## config.mk

```make
export PLATFORM = sky130hd
export DESIGN_NAME = regReadMux_flat
export DESIGN_NICKNAME = d
export VERILOG_FILES = /design/src/regFilePkg.sv /design/src/regBankIf.sv /design/src/regReadMux.sv /design/src/flat_wrapper.sv
export VERILOG_INCLUDE_DIRS = /design/src /design/src/include
export SDC_FILE = /design/constraint.sdc
export NUM_CORES = 1
export LEC_CHECK = 0
export BUFFER_PORTS_ARGS = -buffer_cell sky130_fd_sc_hd__buf_2
export CAP_MARGIN = 40
export CELL_PAD_IN_SITES_DETAIL_PLACEMENT = 0
export CELL_PAD_IN_SITES_GLOBAL_PLACEMENT = 1
export CORE_ASPECT_RATIO = 0.8
export CORE_MARGIN = 2
export CORE_UTILIZATION = 35
export DETAILED_ROUTE_END_ITERATION = 10
export GPL_TIMING_DRIVEN = 0
export PLACE_DENSITY = 0.81
export SLEW_MARGIN = 15
export SYNTH_ARGS = -nofsm -noshare
export SYNTH_HDL_FRONTEND = slang
export SYNTH_SLANG_ARGS = --single-unit
```

## constraint.sdc

```tcl
create_clock -name vclk -period 2.71
set_input_delay 0.542 -clock vclk [all_inputs]
set_output_delay 0.542 -clock vclk [all_outputs]
set_load 0.03 [all_outputs]
```

## src/include/regFile_config.svh

```systemverilog
`ifndef REGFILE_CONFIG_SVH
`define REGFILE_CONFIG_SVH

// Width of a register index.
`define RF_REG_BITS 3

// Width of one datapath word.
`define RF_DATA_BITS 16

// One register for every index value.
`define RF_NUM_REGS (2 ** `RF_REG_BITS)

// Load source encoding.
`define RF_SRC_BITS 2
`define RF_SRC_ALU  2'd0 // ALU result bus.
`define RF_SRC_MEM  2'd1 // Memory read data.
`define RF_SRC_PIPE 2'd2 // Constant from the instruction word.

`endif
```

## src/regFilePkg.sv

```systemverilog
package regFilePkg;

	`include "regFile_config.svh"

	// One word on any of the datapath buses.
	typedef logic [`RF_DATA_BITS-1:0] dataWordT;

	// Index of one general register.
	typedef logic [`RF_REG_BITS-1:0] regIdxT;

	// One bit per register, bit n belongs to register n.
	typedef logic [`RF_NUM_REGS-1:0] regMaskT;

	// Which bus a register loads from.
	typedef logic [`RF_SRC_BITS-1:0] loadSrcT;

endpackage

```

## src/regBankIf.sv

```systemverilog
`timescale 1ns/1ps

`include "regFile_config.svh"

interface regBankIf import regFilePkg::*; ();

	// Resolved per-register actions.
	regMaskT loadEn; // Register loads at the next edge.
	loadSrcT loadSrc [`RF_NUM_REGS]; // Winning source per register.
	regMaskT incEn; // Increment, only where no load is pending.

	// Shared source buses.
	dataWordT inAlu;
	dataWordT inMem;
	dataWordT inPipe;

	// Current contents, one entry per register.
	dataWordT regValue [`RF_NUM_REGS];

	// Decoder side, drives the actions and forwards the buses.
	modport ctrl (
		output loadEn,
		output loadSrc,
		output incEn,
		output inAlu,
		output inMem,
		output inPipe
	);

	// Register side.
	modport bank (
		input  loadEn,
		input  loadSrc,
		input  incEn,
		input  inAlu,
		input  inMem,
		input  inPipe,
		output regValue
	);

	// Read multiplexer only needs the contents.
	modport read (
		input regValue
	);

endinterface

```

## src/regReadMux.sv

```systemverilog
`timescale 1ns/1ps

module regReadMux import regFilePkg::*;
(
	input  regIdxT   aluASel, // Register on ALU operand A.
	input  regIdxT   aluBSel, // Register on ALU operand B.
	input  regIdxT   memSel, // Register on memory write data.
	input  regIdxT   memAddrSel, // Register on memory address.
	input  logic     aluBFromPipe, // Operand B takes the constant instead.
	input  logic     memEn, // Memory data port is live.
	input  dataWordT inPipe,
	regBankIf.read   bank,
	output dataWordT aluA,
	output dataWordT aluB,
	output dataWordT memData,
	output dataWordT memAddr
);

	dataWordT aluBReg; // Register word for operand B before the bypass.
	dataWordT memReg; // Register word for memory data before the enable.

	// Operand A.
	assign aluA = bank.regValue[aluASel];

	// Operand B.
	assign aluBReg = bank.regValue[aluBSel];

	// Constant bypass.
	always_comb
	begin
		if (aluBFromPipe)
		begin
			aluB = inPipe;
		end
		else
		begin
			aluB = aluBReg;
		end
	end

	// Memory write data.
	// Reads zero when the memory side is not enabled.
	assign memReg = bank.regValue[memSel];

	always_comb
	begin
		if (memEn)
		begin
			memData = memReg;
		end
		else
		begin
			memData = '0;
		end
	end

	// Address bus, always driven.
	assign memAddr = bank.regValue[memAddrSel];

endmodule

```

## src/flat_wrapper.sv

```systemverilog
// flat-port wrapper written by rule: the top's interface ports become plain ports
module regReadMux_flat import regFilePkg::*;
  (aluASel, aluBSel, memSel, memAddrSel, aluBFromPipe, memEn, inPipe, aluA, aluB, memData, memAddr, bank_regValue);
  regBankIf bank_i ();
  input  regIdxT aluASel;
  input  regIdxT aluBSel;
  input  regIdxT memSel;
  input  regIdxT memAddrSel;
  input  logic aluBFromPipe;
  input  logic memEn;
  input  dataWordT inPipe;
  output dataWordT aluA;
  output dataWordT aluB;
  output dataWordT memData;
  output dataWordT memAddr;
  input wire logic [$bits(bank_i.regValue)-1:0] bank_regValue;
  assign bank_i.regValue = {>>{bank_regValue}};
  regReadMux u_core (.aluASel(aluASel), .aluBSel(aluBSel), .memSel(memSel), .memAddrSel(memAddrSel), .aluBFromPipe(aluBFromPipe), .memEn(memEn), .inPipe(inPipe), .bank(bank_i), .aluA(aluA), .aluB(aluB), .memData(memData), .memAddr(memAddr));
endmodule
```

* After elaboration in Yosys (flattened, before gate mapping)
Cells that the tools add are included.
Word-level totals: bits of input ports 158, register bits 0, output and inout port bits 64, word-level logic and storage cells 22
Operators by class: bitwise logic cells 4, muxes and demuxes 14, magnitude comparators 4
Operators with widths (count):
- binary-select mux 16 bit (select 3 bit) | 4
- two-way mux 16 bit | 10
- >= comparator 4 bit, second input constant | 4
- NOT 3 -> 4 bit | 4

* Logic depth before layout (Yosys ltp)
Gate-level depths: netlist of run 1.
depth after elaboration 5, mapped depth 5, mapped depth without buffers 3

* Worst setup path before layout of run 1
OpenSTA, ideal clock, no wires.
kind in2out, from in aluBSel[1], to out aluB[10], stages 5, path buffers 2, required time 2.168 ns, slack 0.165 ns, data arrival time 2.003 ns, cells stage by stage nor2b_1 -> clkbuf_1 -> clkbuf_1 -> a22o_1 -> o31ai_1
On the way: longest elaborated chain between the ends 5
Ends and longest elaborated chain:
- start, declared | line flat_wrapper.sv:6 | input regIdxT aluBSel;
- NOT 3 -> 4 bit (not written as such) | line regReadMux.sv:26 | assign aluBReg = bank.regValue[aluBSel];
- binary-select mux 16 bit (select 3 bit) | line regReadMux.sv:26
- two-way mux 16 bit (not written as such) (2 in a row) | line regReadMux.sv:26
- two-way mux 16 bit | line regReadMux.sv:31 | if (aluBFromPipe)
- end, declared | line flat_wrapper.sv:13 | output dataWordT aluB;
No other way between the ends. The select of a mux whose other input is x is not followed.

* Worst setup path in the final report of run 1
from in memAddrSel[2], to out memAddr[13]
On the way: longest elaborated chain between the ends 4
Ends and longest elaborated chain:
- start, declared | line flat_wrapper.sv:8 | input regIdxT memAddrSel;
- NOT 3 -> 4 bit (not written as such) | line regReadMux.sv:58 | assign memAddr = bank.regValue[memAddrSel];
- binary-select mux 16 bit (select 3 bit) | line regReadMux.sv:58
- two-way mux 16 bit (not written as such) (2 in a row) | line regReadMux.sv:58
- end, declared | line flat_wrapper.sv:15 | output dataWordT memAddr;
No other way between the ends. The select of a mux whose other input is x is not followed.

==> run metrics, run 1 <==
Initial Util=36.05%; first-pass GRT wire length=28880 um; placer congestion estimate=0.8413; All-Layer GR Usage=28.47%; post-synth top area share=35.83%; Synth area leader=mux4_1; syn nets=494; Final Critical Period=2.655 ns; Leak=2.636 nW; total gr overflow=0; status=completed; storage element area=0 sq um; WP data required=2.17 ns; CP Launch Point=memAddrSel[2]; CP Max Fanout=10; actual slew at the worst max-slew pin=0.8656 ns; IO Pins=222; Setup CP Type=in2out; max cap viols=0; hold buffers post-CTS=0; initial antenna violation count=0; DR DRC count=0; vias=4700; Worst Hold Class=in2out; Final TNS setup=0 ns; post-route ant nets=0; Pwr per Cell Area=219.9 nW/um^2; Yosys cell types=18; DR vias/cell=6.510; Layout area overhead=30.40%; Hold Startpoint=inPipe[1]; Post-Route WL=20260 um; largest net degree at the start of global routing=11; Clock buffer cells=0; DP Area=5702 sq um; GR Util met2=47.59%; YS warnings=0; DP Cell Count=723; Die Y-Extent=104.3 um; Finished Layout Cells=722; DP HPWL=14590 um; sequential-to-total area share from yosys stat=0%; Hold Fails Final Rpt=0; Max-Slew Margin vs Limit=42.30%; vias in the first global route=4746; final setup fails=0; core area=12210 sq um; drt first-iter violations=431; RSZ-0062 raised after global routing=no; most instantiated cells after synthesis=64 x mux2_2, 60 x mux4_1, 48 x mux2i_1; FMAX=376.6 MHz; Synth area leaders=mux4_1 36%, mux4_2 18%, mux2_2 16%, mux2i_1 11%, a22o_1 3.2%; met1 Track Usage GR=40.03%; wire length per cell=28.06 um; Worst Setup End Kind=output pin; Die W=129.4 um; Slew Limit Fails=0; worst vdd ir=101.7 uV; synthesized area per cell=13.10 sq um; die area=13490 sq um; share of cells above drive strength 1=64.43%; crit start category=input pin; # diodes=0; most common cell in the netlist=mux2_2; # rows=36; global route hottest layer=met2; grt met3 use=3.704%; Post-Syn Area=4400 sq um; PortBufs=215; post-synthesis cell count=336; flip-flop and latch count=0; Tcrit/Tclk final=97.98%; drt first pass iters=5; fin area=5738 sq um; Fill cells=1171; CP Data Arrival Time=2.11 ns; Final nets=711
## report_power, final
group	total (W)	switching [W]	internal [W]	leakage (nW)
logic	0.00126	0.000698	0.000564	2.64
registers	0	0	0	0
clock network	0	0	0	0
## critical path, stage by stage
cell      delay (ns)
clkbuf_2        0.26
buf_1           0.70
mux2_2          0.43
buf_2           0.18
## what timing repair did
action | in CTS | in global routing
setup buffers | 0 | 0
endpoints found under the setup margin | 42 | 23
endpoints found under the hold margin | 0 | 0
resized for setup | 12 | 7
## routing by layer
metal  wire length [um]  up-vias
met1               8245     2356
met2               9543      337
met5                  0        -
met4                355        0
li1                   -     1968
met3               2114       39
## cell families after synthesis
kind of cell | synth area share [%]
buffers and inverters | 6.170
multiplexers | 81.55
AND/OR/NAND/NOR | 4.094
AO/OA/AOI/OAI | 8.189
## stage by stage
step                      hold slack, ns   power, W  worst slack [ns]  utilization [%]
final                              1.450   0.001262           0.05485            47.01
after global routing               1.470   0.001315           0.03296            47.01
after CTS                          1.451   0.001246          0.006843            46.86
after detailed placement           1.445   0.001242           -0.2542            46.71
after global placement             1.440   0.001218           -0.2421            46.62
after floorplan                    1.283  0.0008074            0.1652                -
## cell type report
| cell class | count | area, sq um | area share, % |
|---|---|---|---|
| multi-input combinational | 292 | 4139 | 72.13 |
| timing repair buffer | 217 | 1099 | 19.15 |
| buffer | 42 | 286.5 | 4.993 |
| tap | 171 | 214.0 | 3.729 |
## worst paths after layout
path | to | cells after the start
max | memAddr[13] | 4
min | aluB[1] | 4
## layout by cell type (no fill, tap or decap), drive strengths merged
master         instances
a22o                  16
buf                  245
clkbuf                13
clkdlybuf4s15          1
mux2                  64
mux2i                 48
mux4                  96
nand2                 17
nand2b                 1
nor2                   1
nor2b                 17
o22ai                 16
o31ai                 16
Note: power is estimated with default switching activity, not from simulation.
==> inputs of run 2 (changes only) <==
--- a/config.mk
+++ b/config.mk
@@ -11,7 +11,6 @@
 export CELL_PAD_IN_SITES_DETAIL_PLACEMENT = 0
 export CELL_PAD_IN_SITES_GLOBAL_PLACEMENT = 1
 export CORE_ASPECT_RATIO = 0.8
-export CORE_MARGIN = 2
 export CORE_UTILIZATION = 35
 export DETAILED_ROUTE_END_ITERATION = 10
 export GPL_TIMING_DRIVEN = 0
==> run 2 against run 1 <==
Net effect: the flow now finishes with violations (negative setup slack); setup slack worse by 0.055 ns; total power down 0.29%; critical path depth up 2; count of clock-buffer cells in the layout unchanged; non-clock buffer count up 1; utilization up 0.072 points; hold slack better by 0.0079 ns; die area down 3.4%; sequential cell count unchanged; global-route usage up 0.85 points; combinational power about the same; largest cell class unchanged; largest power group unchanged.
==> run metrics, run 2 (synthesis results as in run 1) <==
status=finished, violations left; failing checks=negative setup slack; DR vias/cell=6.492; worst vdd ir=94.56 uV; crit path to=aluB[5]; max cap viols=0; DR DRC count=0; FMAX=368.9 MHz; Final nets=712; DP Cell Count=723; Final Critical Period=2.710 ns; CP Max Fanout=10; Leak=2.642 nW; DP Area=5702 sq um; post-route ant nets=0; Seq pwr share=0%; Fill cells=1155; flip-flop and latch count=0; CP Data Arrival Time=2.17 ns; DP HPWL=14310 um; Pwr per Cell Area=218.9 nW/um^2; Int Pwr=0.0005652 W; drt first-iter violations=389; Crit path max-delay family=buffers and inverters; total gr overflow=0; placer congestion estimate=0.8958; DP Worst Slack=-0.2460 ns; setup ws final=-0.0004841 ns; switching share of power=55.08%; RSZ-0062 raised after global routing=no; Slew Limit Fails=0; part of the power in the clock network=0%; Initial Util=36.05%; initial antenna violation count=0; Worst Hold Class=in2out; largest net degree at the start of global routing=11; final setup fails=1; worst hold slack=1.458 ns; core area=12210 sq um; switching power=0.0006930 W; Die W=127.4 um; vias=4694; Min-Delay Path Depth=4; CP Launch Point=aluBSel[1]; Finished Layout Cells=723; fin area=5747 sq um; Post-Route WL=19700 um; Comb power frac=100.0%; Worst path slowest cell=nand2b_1; most common cell after layout, fill and taps aside=buf_2; area taken by multi-input logic gates=4134 sq um; Layout area overhead=30.59%; commonest cells after routing, fill and taps aside=222 x buf_2, 64 x mux2_2, 60 x mux4_1; Tcrit/Tclk final=100.0%; Die Y-Extent=102.3 um; vias in the first global route=4568; Post-CTS Setup Inserts=0; # diodes=0; PortBufs=215; wire length per cell=27.25 um; storage element area=0 sq um; Hold Fails Final Rpt=0; All-Layer GR Usage=29.32%; Cell Chain, Critical Path=buf_2, nand2b_1, clkbuf_4, o22ai_1, o31ai_1, buf_2; Worst Setup End Kind=output pin; # rows=36; die area=13030 sq um; WP data required=2.17 ns; Crit. path cell count=6; crit-path max cell delay=0.44 ns; Clock buffer cells=0; crit path buf inv count=3; crit start category=input pin; CP most frequent cell=buf_2; IO Pins=222; Setup CP Type=in2out; drt first pass iters=5; Final Core Density=47.08%; first-pass GRT wire length=27830 um; share of cells above drive strength 1=64.13%; Max-Slew Margin vs Limit=44.14%; actual slew at the worst max-slew pin=0.8379 ns
==> run 2: through the flow <==
step           setup TNS (ns)  total power [W]
2_1_floorplan               0        0.0008074
3_3_place_gp           -2.865         0.001213
3_5_place_dp           -3.012         0.001235
4_1_cts                     0         0.001240
5_1_grt                     0         0.001319
6_report           -0.0004841         0.001258
==> run 2: layout make-up <==
type / instances / area share [%]
buffer: 42 / 5.029
multi-input combinational: 292 / 71.94
tap: 171 / 3.723
timing repair buffer: 218 / 19.31
==> run 2: worst min-delay path by stage <==
stage / start / to
after floorplan: aluBFromPipe / aluB[0]
after global placement: inPipe[6] / aluB[6]
after detailed placement: inPipe[6] / aluB[6]
after CTS: inPipe[7] / aluB[7]
after global routing: inPipe[0] / aluB[0]
final: inPipe[6] / aluB[6]
==> run 2: timing repair <==
action | 4_1_cts | 5_1_grt
setup endpoints to repair | 37 | 23
resized for setup | 12 | 6
gates cloned | 0 | 0
hold buffers | 0 | 0
==> run 2: tightest hold or removal path: cells and delay by family <==
| family | cells | cell delay, ns |
|---|---|---|
| compound gates | 1 | 0.06 |
| buf+inv | 2 | 0.27 |
| simple gates | 1 | 0.05 |
==> run 2: per-layer routing <==
layer	track usage (%)	vias to the layer above	share of wire (%)
met2	46.32	337	45
met4	9.524	0	3.3
met5	0	-	0
met1	40.45	2342	42
li1	-	1966	-
met3	5.969	49	9.4
==> run 2: power by group through the flow <==
stage	Combinational, W	Sequential, W	Clock, W
after global routing	0.00132	0	0
final	0.00126	0	0
after floorplan	0.000807	0	0
after global placement	0.00121	0	0
after CTS	0.00124	0	0
after detailed placement	0.00123	0	0
==> inputs of run 3 (changes only) <==
--- a/config.mk
+++ b/config.mk
@@ -13,7 +13,6 @@
 export CORE_ASPECT_RATIO = 0.8
 export CORE_UTILIZATION = 35
 export DETAILED_ROUTE_END_ITERATION = 10
-export GPL_TIMING_DRIVEN = 0
 export PLACE_DENSITY = 0.81
 export SLEW_MARGIN = 15
 export SYNTH_ARGS = -nofsm -noshare
==> run 3 against run 2 <==
Net effect: the run now ends clean; critical path depth decreased by 1; combinational power decreased by 3%; final cell count decreased by 2.8%; non-clock buffer count decreased by 20; sequential cell count unchanged; routed wire length decreased by 20%; critical path type unchanged; largest power group unchanged.
==> run metrics, run 3 (synthesis results as in run 1) <==
Worst Setup End Kind=output pin; crit-path max cell delay=0.59 ns; DP HPWL=11990 um; actual slew at the worst max-slew pin=0.6394 ns; hold buffers post-CTS=0; Clock buffer cells=0; total gr overflow=0; Hold Fails Final Rpt=0; Post-CTS Setup Inserts=0; DP Cell Count=703; Final Critical Period=2.538 ns; drt first pass iters=4; Leak=2.613 nW; core area=12210 sq um; Final nets=692; status=completed; Worst Hold Class=in2out; Tcrit/Tclk final=93.66%; wire length per cell=22.49 um; Die Y-Extent=102.3 um; setup ws final=0.1717 ns; CP most frequent cell=buf_2; DR vias/cell=6.175; post-route ant nets=0; drt first-iter violations=141; FMAX=394.0 MHz; Initial Util=36.05%; most common cell after layout, fill and taps aside=buf_2; largest net degree at the start of global routing=33; die area=13030 sq um; DR DRC count=0; worst hold slack=1.442 ns; IO Pins=222; CP Max Fanout=32; vias=4341; Setup CP Type=in2out; Worst path slowest cell=mux4_1; RSZ-0062 raised after global routing=no; Slew Limit Fails=0; Post-Route WL=15810 um; share of cells above drive strength 1=64.29%; Cell Chain, Critical Path=buf_2, buf_12, mux4_1, mux2_2, buf_2; initial antenna violation count=0; vias in the first global route=4161; Max-Slew Margin vs Limit=57.37%; max cap viols=0; Final TNS setup=0 ns; # diodes=0; CTS resizes=0; # rows=36; first-pass GRT wire length=23150 um; All-Layer GR Usage=22.83%; DP Worst Slack=0.1781 ns; CP Data Arrival Time=2.00 ns; worst vdd ir=101.0 uV; Pwr per Cell Area=212.4 nW/um^2; storage element area=0 sq um; flip-flop and latch count=0; commonest cells after routing, fill and taps aside=221 x buf_2, 64 x mux2_2, 60 x mux4_1; final setup fails=0; WP data required=2.17 ns; Finished Layout Cells=703; PortBufs=222; Die W=127.4 um; Layout area overhead=30.20%; crit start category=input pin; placer congestion estimate=0.8497
## run 3: changes by cell type in the layout (fill, tap and decap cells not counted), moves of 2 or more
cell      change
buf_6         -7
clkbuf_2      -8
buf_1         -4
buf_8         -2
buf_4         -2
buf_12       +10
clkbuf_1      -4
## run 3: where the power goes
part           total, W  switching (W)  leakage [nW]  internal, W
logic           0.00122       0.000648          2.61     0.000569
registers             0              0             0            0
clock network         0              0             0            0
## run 3: final cells by class
type	instances	area, sq um
well taps	171	214.0
multi-input cells	292	4134
repair buffers	240	1381
fillers	1159	6477
## run 3: worst max-delay path: cells and delay by family
family                 cells  cell delay, ns
muxes                      2            0.90
buffers and inverters      3            0.54
## run 3: final timing paths
kind / endpoint / cells after the start / start / slack [ns]
hold / removal: aluB[0] / 4 / inPipe[0] / 1.44
setup / recovery: memAddr[13] / 5 / memAddrSel[0] / 0.17
## run 3: metal layers
layer	part of all wire (%)	vias to the layer above	wire (um)	GRT usage, %
li1	-	1923	-	-
met1	43	2221	6726	30.14
met2	51	189	8134	42.54
met3	5.5	8	871	1.675
met4	0.47	0	75	2.198
met5	0	-	0	0
## run 3: through the flow
stage,area [sq um],utilization (%),power (W)
3_3_place_gp,5707,46.75,0.001183
3_5_place_dp,5729,46.94,0.001211
4_1_cts,5729,46.94,0.001215
2_1_floorplan,4400,-,0.0008074
5_1_grt,5729,46.94,0.001286
6_report,5729,46.94,0.001217
