<file path="src/include/regFile_config.svh">
`ifndef REGFILE_CONFIG_SVH
`define REGFILE_CONFIG_SVH

// Width of a register index.
`define RF_REG_BITS 3

// Width of one datapath word.
`define RF_DATA_BITS 16

// One register for every index value.
`define RF_NUM_REGS (2 ** `RF_REG_BITS)

// Load source encoding.
`define RF_SRC_BITS 2
`define RF_SRC_ALU  2'd0 // ALU result bus.
`define RF_SRC_MEM  2'd1 // Memory read data.
`define RF_SRC_PIPE 2'd2 // Constant from the instruction word.

`endif
</file>
<file path="src/regFilePkg.sv">
package regFilePkg;

	`include "regFile_config.svh"

	// One word on any of the datapath buses.
	typedef logic [`RF_DATA_BITS-1:0] dataWordT;

	// Index of one general register.
	typedef logic [`RF_REG_BITS-1:0] regIdxT;

	// One bit per register, bit n belongs to register n.
	typedef logic [`RF_NUM_REGS-1:0] regMaskT;

	// Which bus a register loads from.
	typedef logic [`RF_SRC_BITS-1:0] loadSrcT;

endpackage

</file>
<file path="src/regBankIf.sv">
`timescale 1ns/1ps

`include "regFile_config.svh"

interface regBankIf import regFilePkg::*; ();

	// Resolved per-register actions.
	regMaskT loadEn; // Register loads at the next edge.
	loadSrcT loadSrc [`RF_NUM_REGS]; // Winning source per register.
	regMaskT incEn; // Increment, only where no load is pending.

	// Shared source buses.
	dataWordT inAlu;
	dataWordT inMem;
	dataWordT inPipe;

	// Current contents, one entry per register.
	dataWordT regValue [`RF_NUM_REGS];

	// Decoder side, drives the actions and forwards the buses.
	modport ctrl (
		output loadEn,
		output loadSrc,
		output incEn,
		output inAlu,
		output inMem,
		output inPipe
	);

	// Register side.
	modport bank (
		input  loadEn,
		input  loadSrc,
		input  incEn,
		input  inAlu,
		input  inMem,
		input  inPipe,
		output regValue
	);

	// Read multiplexer only needs the contents.
	modport read (
		input regValue
	);

endinterface

</file>
<file path="src/regLoadDecoder.sv">
`timescale 1ns/1ps

`include "regFile_config.svh"

module regLoadDecoder import regFilePkg::*;
(
	input  regMaskT  ldAlu, // Load from ALU result, one bit per register.
	input  regMaskT  ldMem, // Load from memory data.
	input  regMaskT  ldPipe, // Load from pipeline constant.
	input  regMaskT  inc, // Increment in place.
	input  dataWordT inAlu,
	input  dataWordT inMem,
	input  dataWordT inPipe,
	regBankIf.ctrl   bank
);

	// Any load at all, per register.
	regMaskT anyLoad;

	assign anyLoad = ldAlu | ldMem | ldPipe;

	// A load always beats an increment on the same register.
	assign bank.loadEn = anyLoad;
	assign bank.incEn  = inc & ~anyLoad;

	// Source words go straight through to every register.
	assign bank.inAlu  = inAlu;
	assign bank.inMem  = inMem;
	assign bank.inPipe = inPipe;

	// Pick one source per register.
	// ALU first, then memory, pipeline last.
	always_comb
	begin
		for (int i = 0; i < `RF_NUM_REGS; i++)
		begin
			if (ldAlu[i])
			begin
				bank.loadSrc[i] = `RF_SRC_ALU;
			end
			else if (ldMem[i])
			begin
				bank.loadSrc[i] = `RF_SRC_MEM;
			end
			else
			begin
				// Also the idle code, ignored while loadEn is low.
				bank.loadSrc[i] = `RF_SRC_PIPE;
			end
		end
	end

endmodule

</file>
<file path="src/flat_wrapper.sv">
// flat-port wrapper written by rule: the top's interface ports become plain ports
module regLoadDecoder_flat import regFilePkg::*;
  (ldAlu, ldMem, ldPipe, inc, inAlu, inMem, inPipe, bank_loadEn, bank_loadSrc, bank_incEn, bank_inAlu, bank_inMem, bank_inPipe);
  regBankIf bank_i ();
  input  regMaskT ldAlu;
  input  regMaskT ldMem;
  input  regMaskT ldPipe;
  input  regMaskT inc;
  input  dataWordT inAlu;
  input  dataWordT inMem;
  input  dataWordT inPipe;
  output wire logic [$bits(bank_i.loadEn)-1:0] bank_loadEn;
  output wire logic [$bits(bank_i.loadSrc)-1:0] bank_loadSrc;
  output wire logic [$bits(bank_i.incEn)-1:0] bank_incEn;
  output wire logic [$bits(bank_i.inAlu)-1:0] bank_inAlu;
  output wire logic [$bits(bank_i.inMem)-1:0] bank_inMem;
  output wire logic [$bits(bank_i.inPipe)-1:0] bank_inPipe;
  assign bank_loadEn = bank_i.loadEn;
  assign bank_loadSrc = {>>{bank_i.loadSrc}};
  assign bank_incEn = bank_i.incEn;
  assign bank_inAlu = bank_i.inAlu;
  assign bank_inMem = bank_i.inMem;
  assign bank_inPipe = bank_i.inPipe;
  regLoadDecoder u_core (.ldAlu(ldAlu), .ldMem(ldMem), .ldPipe(ldPipe), .inc(inc), .inAlu(inAlu), .inMem(inMem), .inPipe(inPipe), .bank(bank_i));
endmodule
</file>
<file path="config.mk">
export PLATFORM = sky130hd
export DESIGN_NAME = regLoadDecoder_flat
export DESIGN_NICKNAME = d
export VERILOG_FILES = /design/src/regFilePkg.sv /design/src/regBankIf.sv /design/src/regLoadDecoder.sv /design/src/flat_wrapper.sv
export VERILOG_INCLUDE_DIRS = /design/src /design/src/include
export SDC_FILE = /design/constraint.sdc
export NUM_CORES = 1
export LEC_CHECK = 0
export BUFFER_PORTS_ARGS = -buffer_cell sky130_fd_sc_hd__buf_2
export CELL_PAD_IN_SITES_DETAIL_PLACEMENT = 2
export CELL_PAD_IN_SITES_GLOBAL_PLACEMENT = 2
export CORE_UTILIZATION = 10
export DETAILED_ROUTE_END_ITERATION = 10
export PLACE_DENSITY_LB_ADDON = 0.1
export SYNTH_ARGS = -nofsm -noshare
export SYNTH_HDL_FRONTEND = slang
export SYNTH_SLANG_ARGS = --single-unit
</file>
<file path="constraint.sdc">
create_clock -name vclk -period 0.8
set_input_delay 0.16 -clock vclk [all_inputs]
set_output_delay 0.16 -clock vclk [all_outputs]
set_load 0.005 [all_outputs]
</file>
# Yosys cells after proc, flatten, opt, wreduce, memory -nomap -nowiden

Cells that the tools add are included.

Flip-flop bits (word level): 0
Logic and storage cells: 20
Bits of input ports: 80

Muxes and demuxes: 16
Bitwise gates (word level): 4

Operators by type and width:

| operator          | count |
|---|---|
| 2-bit two-way mux | 16 |
| 8-bit bitwise OR  | 2 |
| 8-bit AND         | 1 |
| 8-bit inverter    | 1 |

# Depth between registers and ports, before layout

Gate-level depths: netlist of run 1.

Depth after elaboration: 4
Gate-level depth with buffers: 1
Depth with buffers taken out: 1

# Least setup slack after synthesis of run 1

No wires, ideal clock.

Path kind: input port to output port
Start point: input ldMem[0]
End point: output bank_loadEn[0]
Cell stages on the path: 1
Arrival time: 0.532 ns
Buffers on the path: 0
Slack: 0.108 ns
Cell sequence: or3_1

Word-level cells in the longest chain between the ends: 2

RTL lines:

| item                           | line                 | source |
|---|---|---|
| start, declared                | flat_wrapper.sv:6    | `input regMaskT ldMem;` |
| 8-bit bitwise OR (2 in series) | regLoadDecoder.sv:20 | `assign anyLoad = ldAlu \| ldMem \| ldPipe;` |
| end, declared                  | flat_wrapper.sv:12   | `output wire logic [$bits(bank_i.loadEn)-1:0] bank_loadEn;` |

No other way between the ends.

# Worst setup path in the final report of run 1

Start point: input ldPipe[4]
End point: output bank_loadEn[4]

Word-level cells in the longest chain between the ends: 1

RTL lines:

| item             | line                 | source |
|---|---|---|
| start, declared  | flat_wrapper.sv:7    | `input regMaskT ldPipe;` |
| 8-bit bitwise OR | regLoadDecoder.sv:20 |  |

No other way between the ends.

==> results of run 1 <==
-- cells by family (layout without fill, tap and decap cells) --
family | after synthesis | count (layout) | share of synthesized area
and+or+nand+nor | 32 | 32 | 0.3572
buffers and inverters | 48 | 77 | 0.6429
-- metal layers --
layer | up-vias | share of wire | routed length, um
li1 | 277 | - | -
met1 | 291 | 0.24 | 557
met2 | 52 | 0.64 | 1493
met3 | 10 | 0.11 | 257
met4 | 0 | 0.012 | 28
met5 | - | 0 | 0
-- stage by stage --
step | setup slack, ns | TNS [ns] | area, um2
5_1_grt | -0.1420 | -1.400 | 1020
2_1_floorplan | 0.1083 | 0 | 560.5
3_3_place_gp | -0.1333 | -1.645 | 705.7
6_report | -0.1255 | -1.033 | 1020
4_1_cts | -0.1210 | -1.064 | 907.1
3_5_place_dp | -0.1432 | -1.685 | 705.7
-- final timing paths --
path	end	start	slack (ns)	depth (start not counted)
max	bank_loadEn[4]	ldPipe[4]	-0.13	3
min	bank_inAlu[0]	inAlu[0]	0.32	0
-- cell usage after synthesis --
cell and n:
buf_4 48, nor2_1 8, nor2b_1 8, nor4b_1 8, or3_1 8
-- placed cells by master, fill, tap and decap left out --
cell / netlist / final
buf_6: 0 / 25
nor2b_4: 0 / 4
nor2b_2: 0 / 1
nor4b_2: 0 / 2
buf_8: 0 / 1
nor2_1: 8 / 5
nor4b_4: 0 / 6
buf_2: 0 / 40
or3_4: 0 / 1
nor2_4: 0 / 1
buf_4: 48 / 11
or3_1: 8 / 7
nor2_2: 0 / 2
nor2b_1: 8 / 3
-- timing repair --
| action | in CTS | in global routing |
|---|---|---|
| cloned | 0 | 0 |
| setup endpoints to repair | 23 | 23 |
| pin swaps | 15 | 0 |
| resized for setup | 35 | 21 |
| hold buffers | 0 | 0 |
| buffers inserted | 0 | 0 |
-- power by group --
| part | internal [mW] | switching (mW) |
|---|---|---|
| combinational | 0.284 | 0.159 |
| clock | 0 | 0 |
| sequential | 0 | 0 |
-- area by class of cell --
type | instances | area, um2
Fill cell | 617 | 4218
Multi-Input combinational cell | 32 | 352.8
Tap cell | 70 | 87.58
Timing Repair Buffer | 77 | 579.3
==> metrics.csv, run 1 <==
metric,value,unit
Leakage,0.5014,nW
top post-synthesis cells by area,"buf_4 (64%), nor4b_1 (13%), nor2b_1 (8.9%), or3_1 (8.9%), nor2_1 (5.4%)",
PortBufs,64,
vias in the first global route,720,
fmax,1080,MHz
"CP delay by family, top",simple AND/OR/NAND/NOR gates,
Max VDD drop,0.0001008,V
Antenna diodes,0,
post-synth cell types,5,
met3 Usage GRT,0.02500,
"Hold Vio Cnt, Final",0,
buffers and inverters on the worst path,2,
first-pass GRT wire length,3539,um
Die Wd,76.87,um
met2 Use GR,0.1741,
largest net degree at the start of global routing,5,
post-route ant nets,0,
Initial Util,0.1070,
die height,76.87,um
initial antenna violation count,0,
routed len/inst,13.06,um
Synth top area share,0.6429,
share of cells above drive strength 1,0.8624,
CP max FO,2,
PnR Total Power,0.4424,mW
Initial DRC Count,2,
max-slew violation count,0,
endpoints failing setup,16,
crit end category,output pin,
RSZ-0062 raised after global routing,true,
"area leader, netlist",buf_4,
worst hold slack,0.3200,ns
Ys Warns,0,
Final Util,0.1947,
register area share after synthesis,0,
Worst Path Required,0.64,ns
cell-by-cell trace of the critical path,"buf_6, or3_1, buf_2",
Final Cycle Share,1.157,
GR Util met1,0.04648,
Post-Syn Nets,160,
Sequential cell area,0,um2
MaxCap Viol Count,0,
# DRC,0,
Final nets,191,
io pins,160,
Top Usage Layer GRT,met2,
startpoint types,input port,
kind of critical path,in -> out,
failing checks,setup timing,
Total GRT Usage,0.07232,
Syn Area/Cell,7.007,um2
Setup WS post-layout,-0.1255,ns
Mapped Area,560.5,um2
die area,0.005909,mm2
sequential cell count,0,
routability cong.,0.7230,
Cells after DPL,179,
final std cells w/o fill,179,
clkbuf count,0,
slowest cell on the critical path,or3_1,
dpl hpwl,1932,um
Site Rows,26,
DRT Pass-1 Iters,2,
Least-Margin Pin Slew,0.1994,ns
Post-Synthesis Cells,80,
Worst Hold Class,in -> out,
WP data arrival,0.77,ns
PD cells,433.9,mW/mm2
vias,630,
CP peak stage delay,0.37,ns
DR vias/cell,3.520,
Final Critical Period,0.9255,ns
Slew HR,0.8667,
core area,0.005238,mm2
GRT Residual Overflow,0,
WL final,2337,um
P&R area growth vs syn,81.92,%
status,finished with violations,
No activity file was read; power rests on OpenSTA's default activity.
==> run 2, diff against run 1 <==
--- a/config.mk
+++ b/config.mk
@@ -6,6 +6,7 @@
 export SDC_FILE = /design/constraint.sdc
 export NUM_CORES = 1
 export LEC_CHECK = 0
+export ABC_AREA = 1
 export BUFFER_PORTS_ARGS = -buffer_cell sky130_fd_sc_hd__buf_2
 export CELL_PAD_IN_SITES_DETAIL_PLACEMENT = 2
 export CELL_PAD_IN_SITES_GLOBAL_PLACEMENT = 2
==> metrics.csv, run 2 <==
metric,value,unit,change
status,"complete, no violations",,
share of cells above drive strength 1,0.7419,,-0.1204
Site Rows,28,,+7.7%
fmax,1260,MHz,+17%
Leakage,0.5230,nW,+4.3%
die height,81.41,um,+5.9%
post-route ant nets,0,,unchanged
first-pass GRT wire length,2725,um,-23%
Placed Instance Area,684.4,um2,-3.0%
startpoint types,input port,,
routed len/inst,9.799,um,-25%
largest net degree at the start of global routing,3,,-2
die area,0.006628,mm2,+12%
"most common cell after layout, fill and taps aside",buf_2,,
CP max FO,2,,unchanged
core area,0.005991,mm2,+14%
Worst Hold Class,in -> out,,
Fill cells,731,,+18%
post-synth cell types,5,,unchanged
Hold Path Depth,0,,unchanged
MaxCap Viol Count,0,,unchanged
Final nets,206,,+7.9%
Hold Crit Start,inAlu[2],,
Max VDD drop,0.00008416,V,-16%
endpoints failing setup,0,,-16
DRT Pass-1 Iters,2,,unchanged
Total GRT Usage,0.04930,,-0.02302
top post-synthesis cells by area,"buf_4 (57%), nor2_2 (16%), inv_1 (14%), nand2_2 (7.9%), nor2_1 (4.8%)",,
"area leader, netlist",buf_4,,
CTS hold repair buffers,0,,unchanged
kind of critical path,in -> out,,
ranking of synthesized cells by instance count,"buf_4 (48), inv_1 (24), nor2_2 (16)",,
dpl ws,-0.06287,ns,+0.08035 ns
Synth top area share,0.5714,,-0.07143
Sequential cell area,0,um2,unchanged
"Hold Vio Cnt, Final",0,,unchanged
crit end category,output pin,,
Post-Synthesis Cells,104,,+30%
routability cong.,0.5679,,-21%
io pins,160,,unchanged
Least-Margin Pin Slew,0.1054,ns,-0.09400 ns
PnR Total Power,0.3602,mW,-19%
vias in the first global route,616,,-14%
"count leader, synth",buf_4,,
Mapped Area,630.6,um2,+12%
RSZ-0062 raised after global routing,true,,
Final Cycle Share,0.9924,,-0.1645
crit path to,bank_incEn[0],,
Antenna diodes,0,,unchanged
Syn Area/Cell,6.064,um2,-13%
Die Wd,81.41,um,+5.9%
vias,627,,-0.48%
Initial Util,0.1053,,-0.001760
CP startpoint,ldAlu[0],,
clkbuf count,0,,unchanged
WP data arrival,0.63,ns,-0.14 ns
max-slew violation count,0,,unchanged
sequential cell count,0,,unchanged
post-route cell area,880.8,um2,-14%
# DRC,0,,unchanged
Initial DRC Count,3,,+1
GRT Residual Overflow,0,,unchanged
setup TNS,0,ns,+1.033 ns
Post-Syn Nets,184,,+15%
PortBufs,64,,unchanged
most frequent cells in the layout,"buf_2 (48), inv_1 (24), buf_6 (9)",,
DR vias/cell,3.151,,-10%
PD cells,409.0,mW/mm2,-5.7%
register area share after synthesis,0,,unchanged
Final Util,0.1470,,-0.04766
P&R area growth vs syn,39.68,%,
Setup WS post-layout,0.006070,ns,+0.1316 ns
initial antenna violation count,0,,unchanged
Slew HR,0.9295,,+0.06276
Worst Path Required,0.64,ns,about the same
Final Critical Period,0.7939,ns,-0.1316 ns
dpl hpwl,1745,um,-9.7%
WL final,1950,um,-17%
Ys Warns,0,,unchanged
[run 2: cell count changes after synthesis]
cell | previous run | this run
nor2_2 | 0 | 16
inv_1 | 0 | 24
nor4b_1 | 8 | 0
or3_1 | 8 | 0
nor2b_1 | 8 | 0
nand2_2 | 0 | 8
[run 2: what timing repair did]
action / in CTS / in global routing
endpoints found under the setup margin: 9 / 8
gates resized for setup: 19 / 22
pin swaps: 12 / 18
buffers inserted: 2 / 2
[run 2: layout make-up]
type                       instances  area, um2  share of cell area
inverter                          24      90.09              0.1023
multi-input combinational         32      220.2              0.2500
tap                               75      93.84              0.1065
timing repair buffer              68      476.7              0.5412
[run 2: logic make-up after synthesis]
family / synth area share
buffers and inverters: 0.7143
AND/OR/NAND/NOR: 0.2857
[run 2: through the flow]
| step | hold WS (ns) | instances |
|---|---|---|
| 2_1_floorplan | 0.3456 | 104 |
| 3_3_place_gp | 0.3200 | 195 |
| 3_5_place_dp | 0.3200 | 195 |
| 4_1_cts | 0.3200 | 197 |
| 5_1_grt | 0.3200 | 199 |
| 6_report | 0.3200 | 199 |
[run 2: worst max-delay path, cell delays in order]
cell and delay [ns]:
buf_6 0.10, nor2_4 0.12, nand2_2 0.07, nor2_2 0.06, buf_2 0.12
[run 2: worst min-delay path by stage]
stage | endpoint
finish | bank_inAlu[2]
global route | bank_inPipe[3]
CTS | bank_inAlu[0]
detailed placement | bank_inAlu[0]
global placement | bank_inAlu[0]
floorplan | bank_loadSrc[11]
[run 2: metal layers]
| layer | wire length [um] | track usage | up-vias |
|---|---|---|---|
| li1 | - | - | 282 |
| met1 | 582 | 0.04539 | 268 |
| met2 | 899 | 0.09417 | 63 |
| met3 | 370 | 0.01333 | 14 |
| met4 | 97 | 0.03214 | 0 |
| met5 | 0 | 0 | - |
[run 2: power by group]
group	leakage, nW	total, mW	internal (mW)	switching (mW)
combinational	0.523	0.360	0.214	0.146
clock	0	0	0	0
sequential	0	0	0	0
total	0.523	0.360	0.214	0.146
==> run 3, diff against run 2 <==
--- a/config.mk
+++ b/config.mk
@@ -12,7 +12,8 @@
 export CELL_PAD_IN_SITES_GLOBAL_PLACEMENT = 2
 export CORE_UTILIZATION = 10
 export DETAILED_ROUTE_END_ITERATION = 10
-export PLACE_DENSITY_LB_ADDON = 0.1
+export PLACE_DENSITY = 0.95
+export SETUP_SLACK_MARGIN = 0.1
 export SYNTH_ARGS = -nofsm -noshare
 export SYNTH_HDL_FRONTEND = slang
 export SYNTH_SLANG_ARGS = --single-unit
==> constraint.sdc (replaced) <==
create_clock -name vclk -period 0.8
set_input_delay 0.04 -clock vclk [all_inputs]
set_output_delay 0.04 -clock vclk [all_outputs]
set_load 0.005 [all_outputs]
==> metrics.csv, run 3 (same netlist as run 2, synthesis figures left out) <==
metric,value,unit,change
post-route ant nets,0,,unchanged
final std cells w/o fill,195,,-2.0%
dpl hpwl,1640,um,-6.0%
startpoint types,input port,,
die area,0.006628,mm2,unchanged
clock share of power,0,,unchanged
routed len/inst,8.846,um,-9.7%
PortBufs,64,,unchanged
Slew HR,0.9025,,-0.02697
kind of critical path,in -> out,,
largest net degree at the start of global routing,3,,unchanged
Initial Util,0.1053,,unchanged
RSZ-0062 raised after global routing,false,,
initial antenna violation count,0,,unchanged
Sequential cell area,0,um2,unchanged
Hold Path Depth,0,,unchanged
Post-CTS Resized,0,,-19
Leakage,0.4549,nW,-13%
Die Wd,81.41,um,unchanged
routability cong.,0.6282,,+11%
WP data arrival,0.56,ns,-0.07 ns
Least-Margin Pin Slew,0.1461,ns,+0.04068 ns
status,"complete, no violations",,
P_sw,0.1263,mW,-13%
core area,0.005991,mm2,unchanged
Setup Buffers After CTS,0,,-2
total internal power,0.1302,mW,-39%
sequential cell count,0,,unchanged
Final nets,202,,-1.9%
max-slew violation count,0,,unchanged
CP max FO,2,,unchanged
clkbuf count,0,,unchanged
Site Rows,28,,unchanged
DR vias/cell,3.210,,+1.9%
share of cells above drive strength 1,0.7333,,-0.008602
setup TNS,0,ns,unchanged
GRT Residual Overflow,0,,unchanged
Worst Hold Class,in -> out,,
Placed Instance Area,684.4,um2,unchanged
Setup WS post-layout,0.2009,ns,+0.1948 ns
io pins,160,,unchanged
dpl ws,0.1786,ns,+0.2414 ns
crit end category,output pin,,
DRT Pass-1 Iters,2,,unchanged
Antenna diodes,0,,unchanged
# DRC,0,,unchanged
Final Util,0.1142,,-0.03279
Max VDD drop,0.00006545,V,-22%
PD cells,374.8,mW/mm2,-8.4%
Fill cells,744,,+1.8%
sequential share of power,0,,unchanged
"Hold Vio Cnt, Final",0,,unchanged
"most common cell after layout, fill and taps aside",buf_2,,
P&R area growth vs syn,8.532,%,
CTS hold repair buffers,0,,unchanged
vias,626,,-0.16%
sw frac,0.4924,,+0.08755
Cells after DPL,195,,unchanged
Final Cycle Share,0.7489,,-0.2435
endpoints failing setup,0,,unchanged
most frequent cells in the layout,"buf_2 (64), inv_1 (24), nor2_2 (16)",,
vias in the first global route,627,,+1.8%
Final Critical Period,0.5991,ns,-0.1948 ns
fmax,1669,MHz,+33%
MaxCap Viol Count,0,,unchanged
WL final,1725,um,-12%
first-pass GRT wire length,2332,um,-14%
Comb pwr share,1.000,,about the same
Total GRT Usage,0.04372,,-0.005581
post-route cell area,684.4,um2,-22%
Worst Path Required,0.76,ns,+0.12 ns
Initial DRC Count,1,,-2
die height,81.41,um,unchanged
[run 3: area by class of cell]
| cell class | count | area (um2) | area share |
|---|---|---|---|
| repair buffers | 64 | 320.3 | 0.4680 |
| multi-input cells | 32 | 180.2 | 0.2633 |
| well taps | 75 | 93.84 | 0.1371 |
| inverters | 24 | 90.09 | 0.1316 |
[run 3: stage by stage]
step / power [mW] / hold WS (ns)
after global placement: 0.2464 / 0.08003
after detailed placement: 0.2633 / 0.08003
after CTS: 0.2640 / 0.08003
after global routing: 0.2904 / 0.08001
final: 0.2565 / 0.08000
after floorplan: 0.2877 / 0.1056
[run 3: final timing paths]
| check | startpoint | slack (ns) | end |
|---|---|---|---|
| setup / recovery | ldMem[2] | 0.20 | bank_incEn[2] |
| hold / removal | inMem[7] | 0.08 | bank_inMem[7] |
[run 3: critical path, cell delays in order]
cell     delay [ns]
buf_2          0.11
nor2_2         0.13
nand2_2        0.07
nor2_2         0.09
buf_2          0.12
[run 3: per-layer routing]
metal	track usage	vias up	wire, um
li1	-	272	-
met1	0.01645	268	337
met2	0.1025	60	868
met3	0.01444	26	328
met4	0.04821	0	190
met5	0	-	0
[run 3: power groups by stage]
| stage | clock [mW] | combinational (mW) | sequential, mW |
|---|---|---|---|
| after global routing | 0 | 0.290 | 0 |
| after floorplan | 0 | 0.288 | 0 |
| after detailed placement | 0 | 0.263 | 0 |
| final | 0 | 0.257 | 0 |
| after global placement | 0 | 0.246 | 0 |
| after CTS | 0 | 0.264 | 0 |
